## config.mk

```make
export PLATFORM = sky130hd
export DESIGN_NAME = character_top
export DESIGN_NICKNAME = d
export VERILOG_FILES = /design/src/char_pkg.sv /design/src/button_edge.sv /design/src/obstacle_probe.sv /design/src/collision_classifier.sv /design/src/motion_fsm.sv /design/src/kinematics.sv /design/src/character_top.sv
export VERILOG_INCLUDE_DIRS = /design/src
export SDC_FILE = /design/constraint.sdc
export NUM_CORES = 1
export LEC_CHECK = 0
export BUFFER_PORTS_ARGS = -buffer_cell sky130_fd_sc_hd__buf_2
export CORE_MARGIN = 1.5
export CORE_UTILIZATION = 40
export DETAILED_ROUTE_END_ITERATION = 10
export PLACE_DENSITY = 0.6
export SETUP_SLACK_MARGIN = 0.4
export SLEW_MARGIN = 5
export SYNTH_ARGS = -nofsm -noshare
export SYNTH_HDL_FRONTEND = slang
export SYNTH_SLANG_ARGS = --single-unit
```

## constraint.sdc

```tcl
create_clock -name sys_clk -period 7.66 [get_ports sys_clk]
set_input_delay 0 -clock sys_clk [delete_from_list [all_inputs] [get_ports sys_clk]]
set_output_delay 0 -clock sys_clk [all_outputs]
set_load 0.005 [all_outputs]
```

## src/char_macros.svh

```systemverilog
// character game constants
`ifndef CHAR_MACROS_SVH
`define CHAR_MACROS_SVH

// ------------------------------
// map
// ------------------------------
`define CHAR_PHY_WIDTH     15      // signed coordinate width
`define CHAR_SMOOTH        7       // velocity is position << 7
`define CHAR_WALL_WIDTH    10
`define CHAR_LEFT_WALL     590     // inner x of the left wall, +x points left
`define CHAR_RIGHT_WALL    120     // right limit is wall + thickness
`define CHAR_FLOOR         10      // lowest legal y

// character geometry and motion
`define CHAR_SIZE_X        32
`define CHAR_SIZE_Y        32
`define CHAR_INIT_X        286
`define CHAR_INIT_Y        10
`define CHAR_STEP_X        3       // walk step per tick
`define CHAR_GRAVITY       128     // per airborne tick
`define CHAR_MAX_VEL       5120    // symmetric clamp
`define CHAR_JUMP_VEL_X    256
`define CHAR_JUMP_VEL_Y    640
`define CHAR_MAX_CHARGE    100
`define CHAR_CHARGE_STEP   5

// obstacles
`define CHAR_OB_NUM        3       // id value OB_NUM means no hit
`define CHAR_OB_UNIT       10      // block edge length
`define CHAR_OB_LEN_WIDTH  4

`endif

```

## src/char_pkg.sv

```systemverilog
// character game types
`default_nettype none
`include "char_macros.svh"

package char_pkg;

    typedef logic signed [`CHAR_PHY_WIDTH-1:0] coord_t;     // position or velocity
    typedef logic [`CHAR_PHY_WIDTH-2:0]        ob_coord_t;  // unsigned block corner
    typedef logic [1:0]                        ob_id_t;     // 3 means none

    typedef enum logic [2:0] {
        IDLE      = 3'd0,
        LEFT      = 3'd1,
        RIGHT     = 3'd2,
        CHARGE    = 3'd3,
        JUMP      = 3'd4,
        COLLISION = 3'd5
    } move_state_e;

    typedef enum logic [1:0] {
        HIT_NONE       = 2'd0,
        HIT_VERTICAL   = 2'd1,
        HIT_HORIZONTAL = 2'd2
    } hit_kind_e;

endpackage

`default_nettype wire

```

## src/button_edge.sv

```systemverilog
// button sampling and edge detect
`default_nettype none

module button_edge (
    input  wire  sys_clk,
    input  wire  sys_rst_n,
    input  wire  left_btn,
    input  wire  right_btn,
    input  wire  jump_btn,
    output logic left_lvl,     // one cycle behind the pins
    output logic right_lvl,
    output logic jump_lvl,
    output logic jump_rise
);

    always_ff @(posedge sys_clk or negedge sys_rst_n) begin
        if (!sys_rst_n) begin
            left_lvl  <= 1'b0;
            right_lvl <= 1'b0;
            jump_lvl  <= 1'b0;
        end else begin
            left_lvl  <= left_btn;
            right_lvl <= right_btn;
            jump_lvl  <= jump_btn;
        end
    end

    // high for the first cycle of a press
    assign jump_rise = jump_btn & ~jump_lvl;

endmodule

`default_nettype wire

```

## src/obstacle_probe.sv

```systemverilog
// obstacle corner probe
`default_nettype none
`include "char_macros.svh"

module obstacle_probe (
    input  wire char_pkg::coord_t    pos_x,
    input  wire char_pkg::coord_t    pos_y,
    input  wire char_pkg::ob_coord_t ob_x   [`CHAR_OB_NUM],
    input  wire char_pkg::ob_coord_t ob_y   [`CHAR_OB_NUM],
    input  wire [`CHAR_OB_LEN_WIDTH-1:0] ob_len [`CHAR_OB_NUM],
    output char_pkg::ob_id_t ob_hit_id,
    output logic             ob_below
);
    import char_pkg::*;

    coord_t x_r;        // right edge column
    coord_t y_t;        // top row
    coord_t y_u;        // row just under the feet

    logic [`CHAR_OB_NUM-1:0] blk_hit;
    logic [`CHAR_OB_NUM-1:0] blk_under;

    assign x_r = pos_x + coord_t'(`CHAR_SIZE_X - 1);
    assign y_t = pos_y + coord_t'(`CHAR_SIZE_Y - 1);
    assign y_u = pos_y - coord_t'(1);

    // ------------------------------
    // per block containment
    // ------------------------------
    // blocks are rectangles, so a corner lies inside when its column
    // and its row both overlap
    for (genvar k = 0; k < `CHAR_OB_NUM; k++) begin : g_blk
        coord_t x0;
        coord_t x1;     // exclusive
        coord_t y0;
        coord_t y1;     // exclusive
        logic   col_l;
        logic   col_r;
        logic   row_b;
        logic   row_t;
        logic   row_u;

        assign x0 = coord_t'({1'b0, ob_x[k]});
        assign x1 = x0 + coord_t'(ob_len[k]) * coord_t'(`CHAR_OB_UNIT);
        assign y0 = coord_t'({1'b0, ob_y[k]});
        assign y1 = y0 + coord_t'(`CHAR_OB_UNIT);

        assign col_l = (pos_x >= x0) && (pos_x < x1);
        assign col_r = (x_r >= x0) && (x_r < x1);
        assign row_b = (pos_y >= y0) && (pos_y < y1);
        assign row_t = (y_t >= y0) && (y_t < y1);
        assign row_u = (y_u >= y0) && (y_u < y1);

        assign blk_hit[k]   = (col_l | col_r) & (row_b | row_t);
        assign blk_under[k] = (col_l | col_r) & row_u;
    end

    // highest index wins
    always_comb begin
        ob_hit_id = ob_id_t'(`CHAR_OB_NUM);
        for (int k = 0; k < `CHAR_OB_NUM; k++) begin
            if (blk_hit[k]) begin
                ob_hit_id = ob_id_t'(k);
            end
        end
    end

    assign ob_below = |blk_under;  // standing on any block

endmodule

`default_nettype wire

```

## src/collision_classifier.sv

```systemverilog
// collision classifier
`default_nettype none
`include "char_macros.svh"

module collision_classifier (
    input  wire  sys_clk,
    input  wire  sys_rst_n,
    input  wire  char_pkg::coord_t    pos_x,
    input  wire  char_pkg::coord_t    pos_y,
    input  wire  char_pkg::coord_t    prev_x,
    input  wire  char_pkg::ob_id_t    ob_hit_id,
    input  wire                       ob_below,
    input  wire  char_pkg::ob_coord_t ob_x   [`CHAR_OB_NUM],
    input  wire  [`CHAR_OB_LEN_WIDTH-1:0] ob_len [`CHAR_OB_NUM],
    output char_pkg::hit_kind_e hit_kind,
    output logic                on_ground
);
    import char_pkg::*;

    coord_t    x_r;
    coord_t    prev_r;      // right edge one step ago
    logic      wall_h;
    logic      wall_v;
    logic [`CHAR_OB_NUM-1:0] side_entry;
    hit_kind_e hit_now;
    hit_kind_e hit_d;
    logic      gnd_now;
    logic      gnd_d;

    assign x_r    = pos_x + coord_t'(`CHAR_SIZE_X - 1);
    assign prev_r = prev_x + coord_t'(`CHAR_SIZE_X - 1);

    // ------------------------------
    // walls
    // ------------------------------
    assign wall_h = (x_r >= coord_t'(`CHAR_LEFT_WALL)) ||
                    (pos_x < coord_t'(`CHAR_RIGHT_WALL + `CHAR_WALL_WIDTH));
    assign wall_v = pos_y < coord_t'(`CHAR_FLOOR);

    // was the character clear of block k in x before this step
    for (genvar k = 0; k < `CHAR_OB_NUM; k++) begin : g_side
        coord_t x0;
        coord_t x1;

        assign x0 = coord_t'({1'b0, ob_x[k]});
        assign x1 = x0 + coord_t'(ob_len[k]) * coord_t'(`CHAR_OB_UNIT);
        assign side_entry[k] = (prev_x >= x1) || (prev_r < x0);
    end

    always_comb begin
        hit_now = HIT_NONE;
        if (wall_h) begin
            hit_now = HIT_HORIZONTAL;
        end else if (wall_v) begin
            hit_now = HIT_VERTICAL;
        end else begin
            for (int k = 0; k < `CHAR_OB_NUM; k++) begin
                if (ob_hit_id == ob_id_t'(k)) begin
                    hit_now = side_entry[k] ? HIT_HORIZONTAL : HIT_VERTICAL;
                end
            end
        end
    end

    assign gnd_now = (pos_y == coord_t'(`CHAR_FLOOR)) || ob_below;

    // two stages, results trail the position by two cycles
    always_ff @(posedge sys_clk or negedge sys_rst_n) begin
        if (!sys_rst_n) begin
            hit_d     <= HIT_NONE;
            gnd_d     <= 1'b0;
            hit_kind  <= HIT_NONE;
            on_ground <= 1'b0;
        end else begin
            hit_d     <= hit_now;
            gnd_d     <= gnd_now;
            hit_kind  <= hit_d;
            on_ground <= gnd_d;
        end
    end

    a_hit_legal: assert property (@(posedge sys_clk) disable iff (!sys_rst_n)
        hit_kind inside {HIT_NONE, HIT_VERTICAL, HIT_HORIZONTAL});

endmodule

`default_nettype wire

```

## src/motion_fsm.sv

```systemverilog
// movement state machine
`default_nettype none
`include "char_macros.svh"

module motion_fsm (
    input  wire  sys_clk,
    input  wire  sys_rst_n,
    input  wire  step_en,
    input  wire  left_lvl,
    input  wire  right_lvl,
    input  wire  jump_lvl,
    input  wire  jump_rise,
    input  wire  char_pkg::hit_kind_e hit_kind,
    input  wire  on_ground,
    output char_pkg::move_state_e state,
    output logic signed [1:0]     face,       // +1 left, -1 right
    output logic [6:0]            jump_cnt
);
    import char_pkg::*;

    move_state_e next_state;
    logic        jump_armed;   // press seen on the ground
    logic        max_charge;

    assign max_charge = jump_cnt >= 7'(`CHAR_MAX_CHARGE);

    always_ff @(posedge sys_clk or negedge sys_rst_n) begin
        if (!sys_rst_n) begin
            jump_armed <= 1'b0;
        end else if (jump_rise && on_ground) begin
            jump_armed <= 1'b1;
        end else if (state == JUMP) begin
            jump_armed <= 1'b0;
        end
    end

    // ------------------------------
    // state
    // ------------------------------
    always_ff @(posedge sys_clk or negedge sys_rst_n) begin
        if (!sys_rst_n) begin
            state <= IDLE;
        end else if (step_en) begin
            state <= next_state;
        end
    end

    always_comb begin
        next_state = IDLE;
        if (hit_kind != HIT_NONE) begin
            next_state = COLLISION;
        end else begin
            case (state)
                IDLE, LEFT, RIGHT: begin
                    if (on_ground && left_lvl)        next_state = LEFT;
                    else if (on_ground && right_lvl)  next_state = RIGHT;
                    else if (on_ground && jump_armed) next_state = CHARGE;
                    else                              next_state = IDLE;  // airborne too
                end
                CHARGE: next_state = (!jump_lvl || max_charge) ? JUMP : CHARGE;
                default: next_state = IDLE;          // JUMP, COLLISION
            endcase
        end
    end

    // charge counter, saturates at the first value past the limit
    always_ff @(posedge sys_clk or negedge sys_rst_n) begin
        if (!sys_rst_n) begin
            jump_cnt <= 7'd1;
        end else if (step_en) begin
            if (state == CHARGE && !max_charge) begin
                jump_cnt <= jump_cnt + 7'(`CHAR_CHARGE_STEP);
            end else if (state == JUMP) begin
                jump_cnt <= 7'd1;
            end
        end
    end

    always_ff @(posedge sys_clk or negedge sys_rst_n) begin
        if (!sys_rst_n) begin
            face <= 2'sd1;
        end else if (step_en) begin
            if (hit_kind == HIT_HORIZONTAL) face <= -face;  // bounce off
            else if (state == LEFT)         face <= 2'sd1;
            else if (state == RIGHT)        face <= -2'sd1;
        end
    end

    a_charge_cap: assert property (@(posedge sys_clk) disable iff (!sys_rst_n)
        jump_cnt <= 7'd105);

endmodule

`default_nettype wire

```

## src/kinematics.sv

```systemverilog
// velocity and position integration
`default_nettype none
`include "char_macros.svh"

module kinematics (
    input  wire  sys_clk,
    input  wire  sys_rst_n,
    input  wire  step_en,
    input  wire  char_pkg::move_state_e state,
    input  wire  signed [1:0]           face,
    input  wire  [6:0]                  jump_cnt,
    input  wire  char_pkg::hit_kind_e   hit_kind,
    input  wire  on_ground,
    output char_pkg::coord_t pos_x,
    output char_pkg::coord_t pos_y,
    output char_pkg::coord_t prev_x,
    output char_pkg::coord_t vel_x,
    output char_pkg::coord_t vel_y
);
    import char_pkg::*;

    coord_t jump_f;          // charge-dependent boost
    coord_t imp_x;
    coord_t imp_y;
    coord_t grav_y;
    coord_t vel_x_nxt;
    coord_t vel_y_nxt;
    coord_t walk_x;
    coord_t clamp_x;
    coord_t clamp_y;

    function automatic coord_t clamp_vel(input coord_t v);
        if (v >= coord_t'(`CHAR_MAX_VEL)) begin
            clamp_vel = coord_t'(`CHAR_MAX_VEL);
        end else if (v < -coord_t'(`CHAR_MAX_VEL)) begin
            clamp_vel = -coord_t'(`CHAR_MAX_VEL);
        end else begin
            clamp_vel = v;
        end
    endfunction

    // ------------------------------
    // velocity
    // ------------------------------
    // base boost equals the x launch speed, count bits add coarse to fine
    assign jump_f = coord_t'(`CHAR_JUMP_VEL_X) + coord_t'({jump_cnt[6:4], 8'b0})
                  + coord_t'({jump_cnt[3:2], 7'b0}) + coord_t'({jump_cnt[1:0], 6'b0});

    always_comb begin
        imp_x = '0;
        imp_y = '0;
        if (hit_kind == HIT_VERTICAL) begin
            imp_y = -(vel_y <<< 1);               // reflect
        end else if (hit_kind == HIT_HORIZONTAL) begin
            imp_x = -(vel_x <<< 1);
        end else if (state == JUMP) begin
            imp_x = coord_t'(face) * ((coord_t'(`CHAR_JUMP_VEL_X) + jump_f) >>> 1);
            imp_y = coord_t'(`CHAR_JUMP_VEL_Y) + jump_f;
        end
    end

    assign grav_y = on_ground ? '0 : -coord_t'(`CHAR_GRAVITY);

    // sums stay inside 15 bits since the old velocity is already clamped
    assign vel_x_nxt = clamp_vel(vel_x + imp_x);
    assign vel_y_nxt = clamp_vel(vel_y + imp_y + grav_y);

    // walking, then wall clamp
    always_comb begin
        walk_x = pos_x;
        if (state == LEFT) begin
            walk_x = pos_x + coord_t'(`CHAR_STEP_X);
        end else if (state == RIGHT) begin
            walk_x = pos_x - coord_t'(`CHAR_STEP_X);
        end

        if (walk_x + coord_t'(`CHAR_SIZE_X - 1) >= coord_t'(`CHAR_LEFT_WALL)) begin
            clamp_x = coord_t'(`CHAR_LEFT_WALL - `CHAR_SIZE_X);
        end else if (walk_x < coord_t'(`CHAR_RIGHT_WALL + `CHAR_WALL_WIDTH)) begin
            clamp_x = coord_t'(`CHAR_RIGHT_WALL + `CHAR_WALL_WIDTH);
        end else begin
            clamp_x = walk_x;
        end

        clamp_y = (pos_y < coord_t'(`CHAR_FLOOR)) ? coord_t'(`CHAR_FLOOR) : pos_y;
    end

    // ------------------------------
    // state registers
    // ------------------------------
    always_ff @(posedge sys_clk or negedge sys_rst_n) begin
        if (!sys_rst_n) begin
            vel_x  <= '0;
            vel_y  <= '0;
            pos_x  <= coord_t'(`CHAR_INIT_X);
            pos_y  <= coord_t'(`CHAR_INIT_Y);
            prev_x <= coord_t'(`CHAR_INIT_X);
        end else if (step_en) begin
            vel_x  <= vel_x_nxt;
            vel_y  <= vel_y_nxt;
            pos_x  <= clamp_x + (vel_x_nxt >>> `CHAR_SMOOTH);
            pos_y  <= clamp_y + (vel_y_nxt >>> `CHAR_SMOOTH);
            prev_x <= pos_x;      // for side-entry test
        end
    end

    a_vel_bound: assert property (@(posedge sys_clk) disable iff (!sys_rst_n)
        (vel_x <= coord_t'(`CHAR_MAX_VEL)) && (vel_x >= -coord_t'(`CHAR_MAX_VEL)) &&
        (vel_y <= coord_t'(`CHAR_MAX_VEL)) && (vel_y >= -coord_t'(`CHAR_MAX_VEL)));

endmodule

`default_nettype wire

```

## src/character_top.sv

```systemverilog
// platform character top level
`default_nettype none
`include "char_macros.svh"

module character_top (
    input  wire  sys_clk,
    input  wire  sys_rst_n,
    input  wire  step_tick,
    input  wire  left_btn,
    input  wire  right_btn,
    input  wire  jump_btn,
    input  wire  char_pkg::ob_coord_t ob_x   [`CHAR_OB_NUM],
    input  wire  char_pkg::ob_coord_t ob_y   [`CHAR_OB_NUM],
    input  wire  [`CHAR_OB_LEN_WIDTH-1:0] ob_len [`CHAR_OB_NUM],
    output char_pkg::coord_t      pos_x,
    output char_pkg::coord_t      pos_y,
    output char_pkg::coord_t      vel_x,
    output char_pkg::coord_t      vel_y,
    output char_pkg::move_state_e state,
    output logic signed [1:0]     face,
    output logic [6:0]            jump_cnt,
    output char_pkg::hit_kind_e   hit_kind,
    output logic                  on_ground
);
    import char_pkg::*;

    logic   step_en;        // step_tick, one cycle late
    logic   left_lvl;
    logic   right_lvl;
    logic   jump_lvl;
    logic   jump_rise;
    coord_t prev_x;
    ob_id_t ob_hit_id;
    logic   ob_below;

    always_ff @(posedge sys_clk or negedge sys_rst_n) begin
        if (!sys_rst_n) step_en <= 1'b0;
        else            step_en <= step_tick;
    end

    button_edge u_btn (
        .sys_clk, .sys_rst_n, .left_btn, .right_btn, .jump_btn,
        .left_lvl, .right_lvl, .jump_lvl, .jump_rise
    );

    obstacle_probe u_probe (
        .pos_x, .pos_y, .ob_x, .ob_y, .ob_len, .ob_hit_id, .ob_below
    );

    collision_classifier u_class (
        .sys_clk, .sys_rst_n, .pos_x, .pos_y, .prev_x, .ob_hit_id, .ob_below,
        .ob_x, .ob_len, .hit_kind, .on_ground
    );

    motion_fsm u_fsm (
        .sys_clk, .sys_rst_n, .step_en, .left_lvl, .right_lvl, .jump_lvl, .jump_rise,
        .hit_kind, .on_ground, .state, .face, .jump_cnt
    );

    kinematics u_kin (
        .sys_clk, .sys_rst_n, .step_en, .state, .face, .jump_cnt, .hit_kind, .on_ground,
        .pos_x, .pos_y, .prev_x, .vel_x, .vel_y
    );

endmodule

`default_nettype wire

```

==> impl_results.md <==
* Number of buffers created by CTS at 9
* Outcome: complete, no violations
* First-pass GRT wire length at 111500 um
* GRT overflow at 0
* Vias in the first global route at 20.41k
* CTS HTree Levels at 3
* Layout area overhead at 14.50%
* # rows at 86
* Crit path max fanout at 5
* N_diodes at 0
* Unique masters post-synth at 91
* Crit-path most repeated cell: ha_4
* Seq cells post-synth at 96
* CTS tree: yes
* Maxcap violations at 0
* Vias per std cell at approximately 5.7
* Initial antenna violation count at 1
* GP Congestion at 0.9784
* Synth area leader: ha_1
* Post-synth EDFFs at 0
* Clk_skew at around 0.011 ns
* WS Path Type: flop to flop
* Clk slew on worst S/H paths at 0.08 ns
* Via count at 21.12k
* Number of synthesis warnings at 0
* Syn Inst Count at 2717
* # DRC at 0
* Worst-Margin Slew at 1.120 ns
* CP peak stage delay at 0.40 ns
* Final WS setup at 0.3784 ns
* Type of the worst min-delay path: primary input to async pin
* CP Launch Type: flop
* Synthesized cell area at 0.02245 mm^2
* Fin nets at 3690
* Pre-CTS setup slack at -0.1855 ns
* Die Area at 0.05755 mm^2
* FMAX at around 140 MHz
* Slew margin rel. at 24.82%
* All-layer global routing usage at 24.31%
* Clock period minus worst slack at 7.282 ns
* Clock buffer depth at 2
* Layout cells sized above 1 at approximately 15%
* Final Hold Vio Count at 0
* Fin. max-slew vios at 0
* Count of input and output buffers at 174
* FFs w/ async S/R, synth at 100.0%
* Top Ports at between 150 and 200
* Drt first-iter violations at 1311
* Post-synth top area share at 34.62%
* Largest net degree at the start of global routing at 92
* Die Wd at ~240 um
* Die Y at 239.9 um
* Clk sinks at 96
* Antenna-violating nets left at 0
* Initial Utilization at between 40 and 50%
* DR pass1 iterations at 5
* Worst EP required at 7.93 ns
* Seq/Total Area, Yosys at 10.78%
* Main synth FF type: dfrtp_1
* Core area at 0.05531 mm^2
* Unrepaired setup endpoints after global routing: yes
* Synth Area per Inst at 8.262 um^2
* WL final at ~71000 um
* Final Cycle Share at between 90% and 100%
* Ranking of synthesized cells by area: ha_1, dfrtp_1, xnor2_1
* Clk_lat worst skew at 0.38 ns
* WL/cell at 19.18 um
* CP endpoint kind: flop
* Root buf cell: clkbuf_16
* Number of endpoints failing setup at the final stage at 0
* Arrival time worst endpoint at 7.55 ns
* Worst path slowest cell: fa_2
* Worst hold slack at 0.1516 ns
* Hpwl dp at around 58000 um
-- layer usage --
| metal | vias up | part of all wire, % | global-route usage [%] |
|---|---|---|---|
| met2 | 550 | 46 | 41.26 |
| met4 | 2 | 1.9 | 5.298 |
| met1 | 10020 | 47 | 32.97 |
| met5 | - | 0.0099 | 0 |
| li1 | 10470 | - | - |
| met3 | 77 | 4.9 | 2.744 |
-- layout make-up --
class,instances,area [um^2]
clock buffer,10,239.0
clock inverter,5,105.1
fill,5496,29610
inverter,179,671.9
multi-input combinational,2392,19700
sequential,96,2425
tap,748,935.9
timing repair buffer,271,1625
-- synthesized netlist by cell type, types with 24 or more instances --
library cell / number
xnor2_1: 151
clkbuf_1: 44
dfrtp_1: 82
nand2b_1: 37
o21a_1: 60
a21o_1: 88
nand2_1: 139
nor2_1: 180
nor2b_1: 83
nor3_1: 78
o21bai_1: 24
nand4_1: 38
inv_1: 178
mux2_2: 41
nand3_1: 76
o21ai_0: 151
ha_1: 621
a21oi_1: 183
xor2_1: 61
-- path summary, 6_finish.rpt --
check	startpoint	to	slack, ns	depth (start not counted)
worst min register to register	u_class.gnd_d$_DFF_PN0_	u_class.on_ground$_DFF_PN0_	0.35	0
min in group sys_clk	left_btn	u_btn.left_lvl$_DFF_PN0_	0.28	2
max in group asynchronous	sys_rst_n	u_kin.vel_x[11]$_DFFE_PN0P_	6.27	3
worst max-delay path	u_fsm.jump_cnt[1]$_DFFE_PN0P_	u_kin.pos_x[14]$_DFFE_PN0P_	0.38	36
worst min-delay path	sys_rst_n	u_kin.vel_y[2]$_DFFE_PN0P_	0.15	2
worst max register to register	u_fsm.jump_cnt[1]$_DFFE_PN0P_	u_kin.pos_x[14]$_DFFE_PN0P_	0.38	36
-- cells by family after synthesis --
group / share of synthesized area, %
AO/OA/AOI/OAI: 20.53
XOR/XNOR: 8.272
adder cells (fa/ha/maj): 36.22
buffers and inverters: 3.969
flip-flops: 10.78
multiplexers: 2.285
other: 0.01671
AND/OR/NAND/NOR: 17.93
-- critical path: cells and delay by family (launching register included) --
kind	cells	cell delay, ns
AO/OA/AOI/OAI	15	2.82
XOR/XNOR	4	0.66
adder cells (fa/ha/maj)	8	2.03
buffers and inverters	2	0.18
flip-flops	1	0.35
AND/OR/NAND/NOR	7	1.13
-- stage by stage --
stage | setup TNS [ns] | instance area, um^2 | utilization (%) | instances
floorplan | 0 | 22490 | - | 2721
global placement | 0 | 24400 | 44.11 | 3631
detailed placement | -0.3243 | 24400 | 44.11 | 3631
CTS | 0 | 25110 | 45.39 | 3674
global route | 0 | 25700 | 46.47 | 3701
finish | 0 | 25700 | 46.47 | 3701
-- registers in the layout, summed over array words and instances (netlist names), 3 cells and up --
| name | cells |
|---|---|
| u_kin.vel_y | 14 |
| u_kin.pos_y | 15 |
| u_kin.vel_x | 14 |
| u_kin.pos_x | 15 |
| u_fsm.jump_cnt | 7 |
| u_fsm.state | 3 |
| u_kin.prev_x | 15 |
-- cell usage in the layout (no fill, tap or decap), types with 38 or more instances in the layout --
master     n
dfrtp_1   80
inv_1    174
o21a_1    60
xnor2_1  144
a21oi_1  166
mux2_2    41
ha_1     602
nand2_1  138
buf_4     90
buf_2    173
a21o_1    88
nor2_1   172
nand3_1   76
xor2_1    58
o21ai_0  147
nor2b_1   82
nand4_1   38
nor3_1    74
-- repair_timing --
item | CTS | global route
pin swaps | 21 | 68
cloned | 0 | 0
endpoints found under the hold margin | 43 | 0
gates resized for setup | 34 | 77
setup buffers | 23 | 27
hold buffers | 5 | 0
endpoints found under the setup margin | 9 | 13
Power is not shown: default switching activity piles up to over one toggle a cycle in this logic, so the estimate is an artifact.
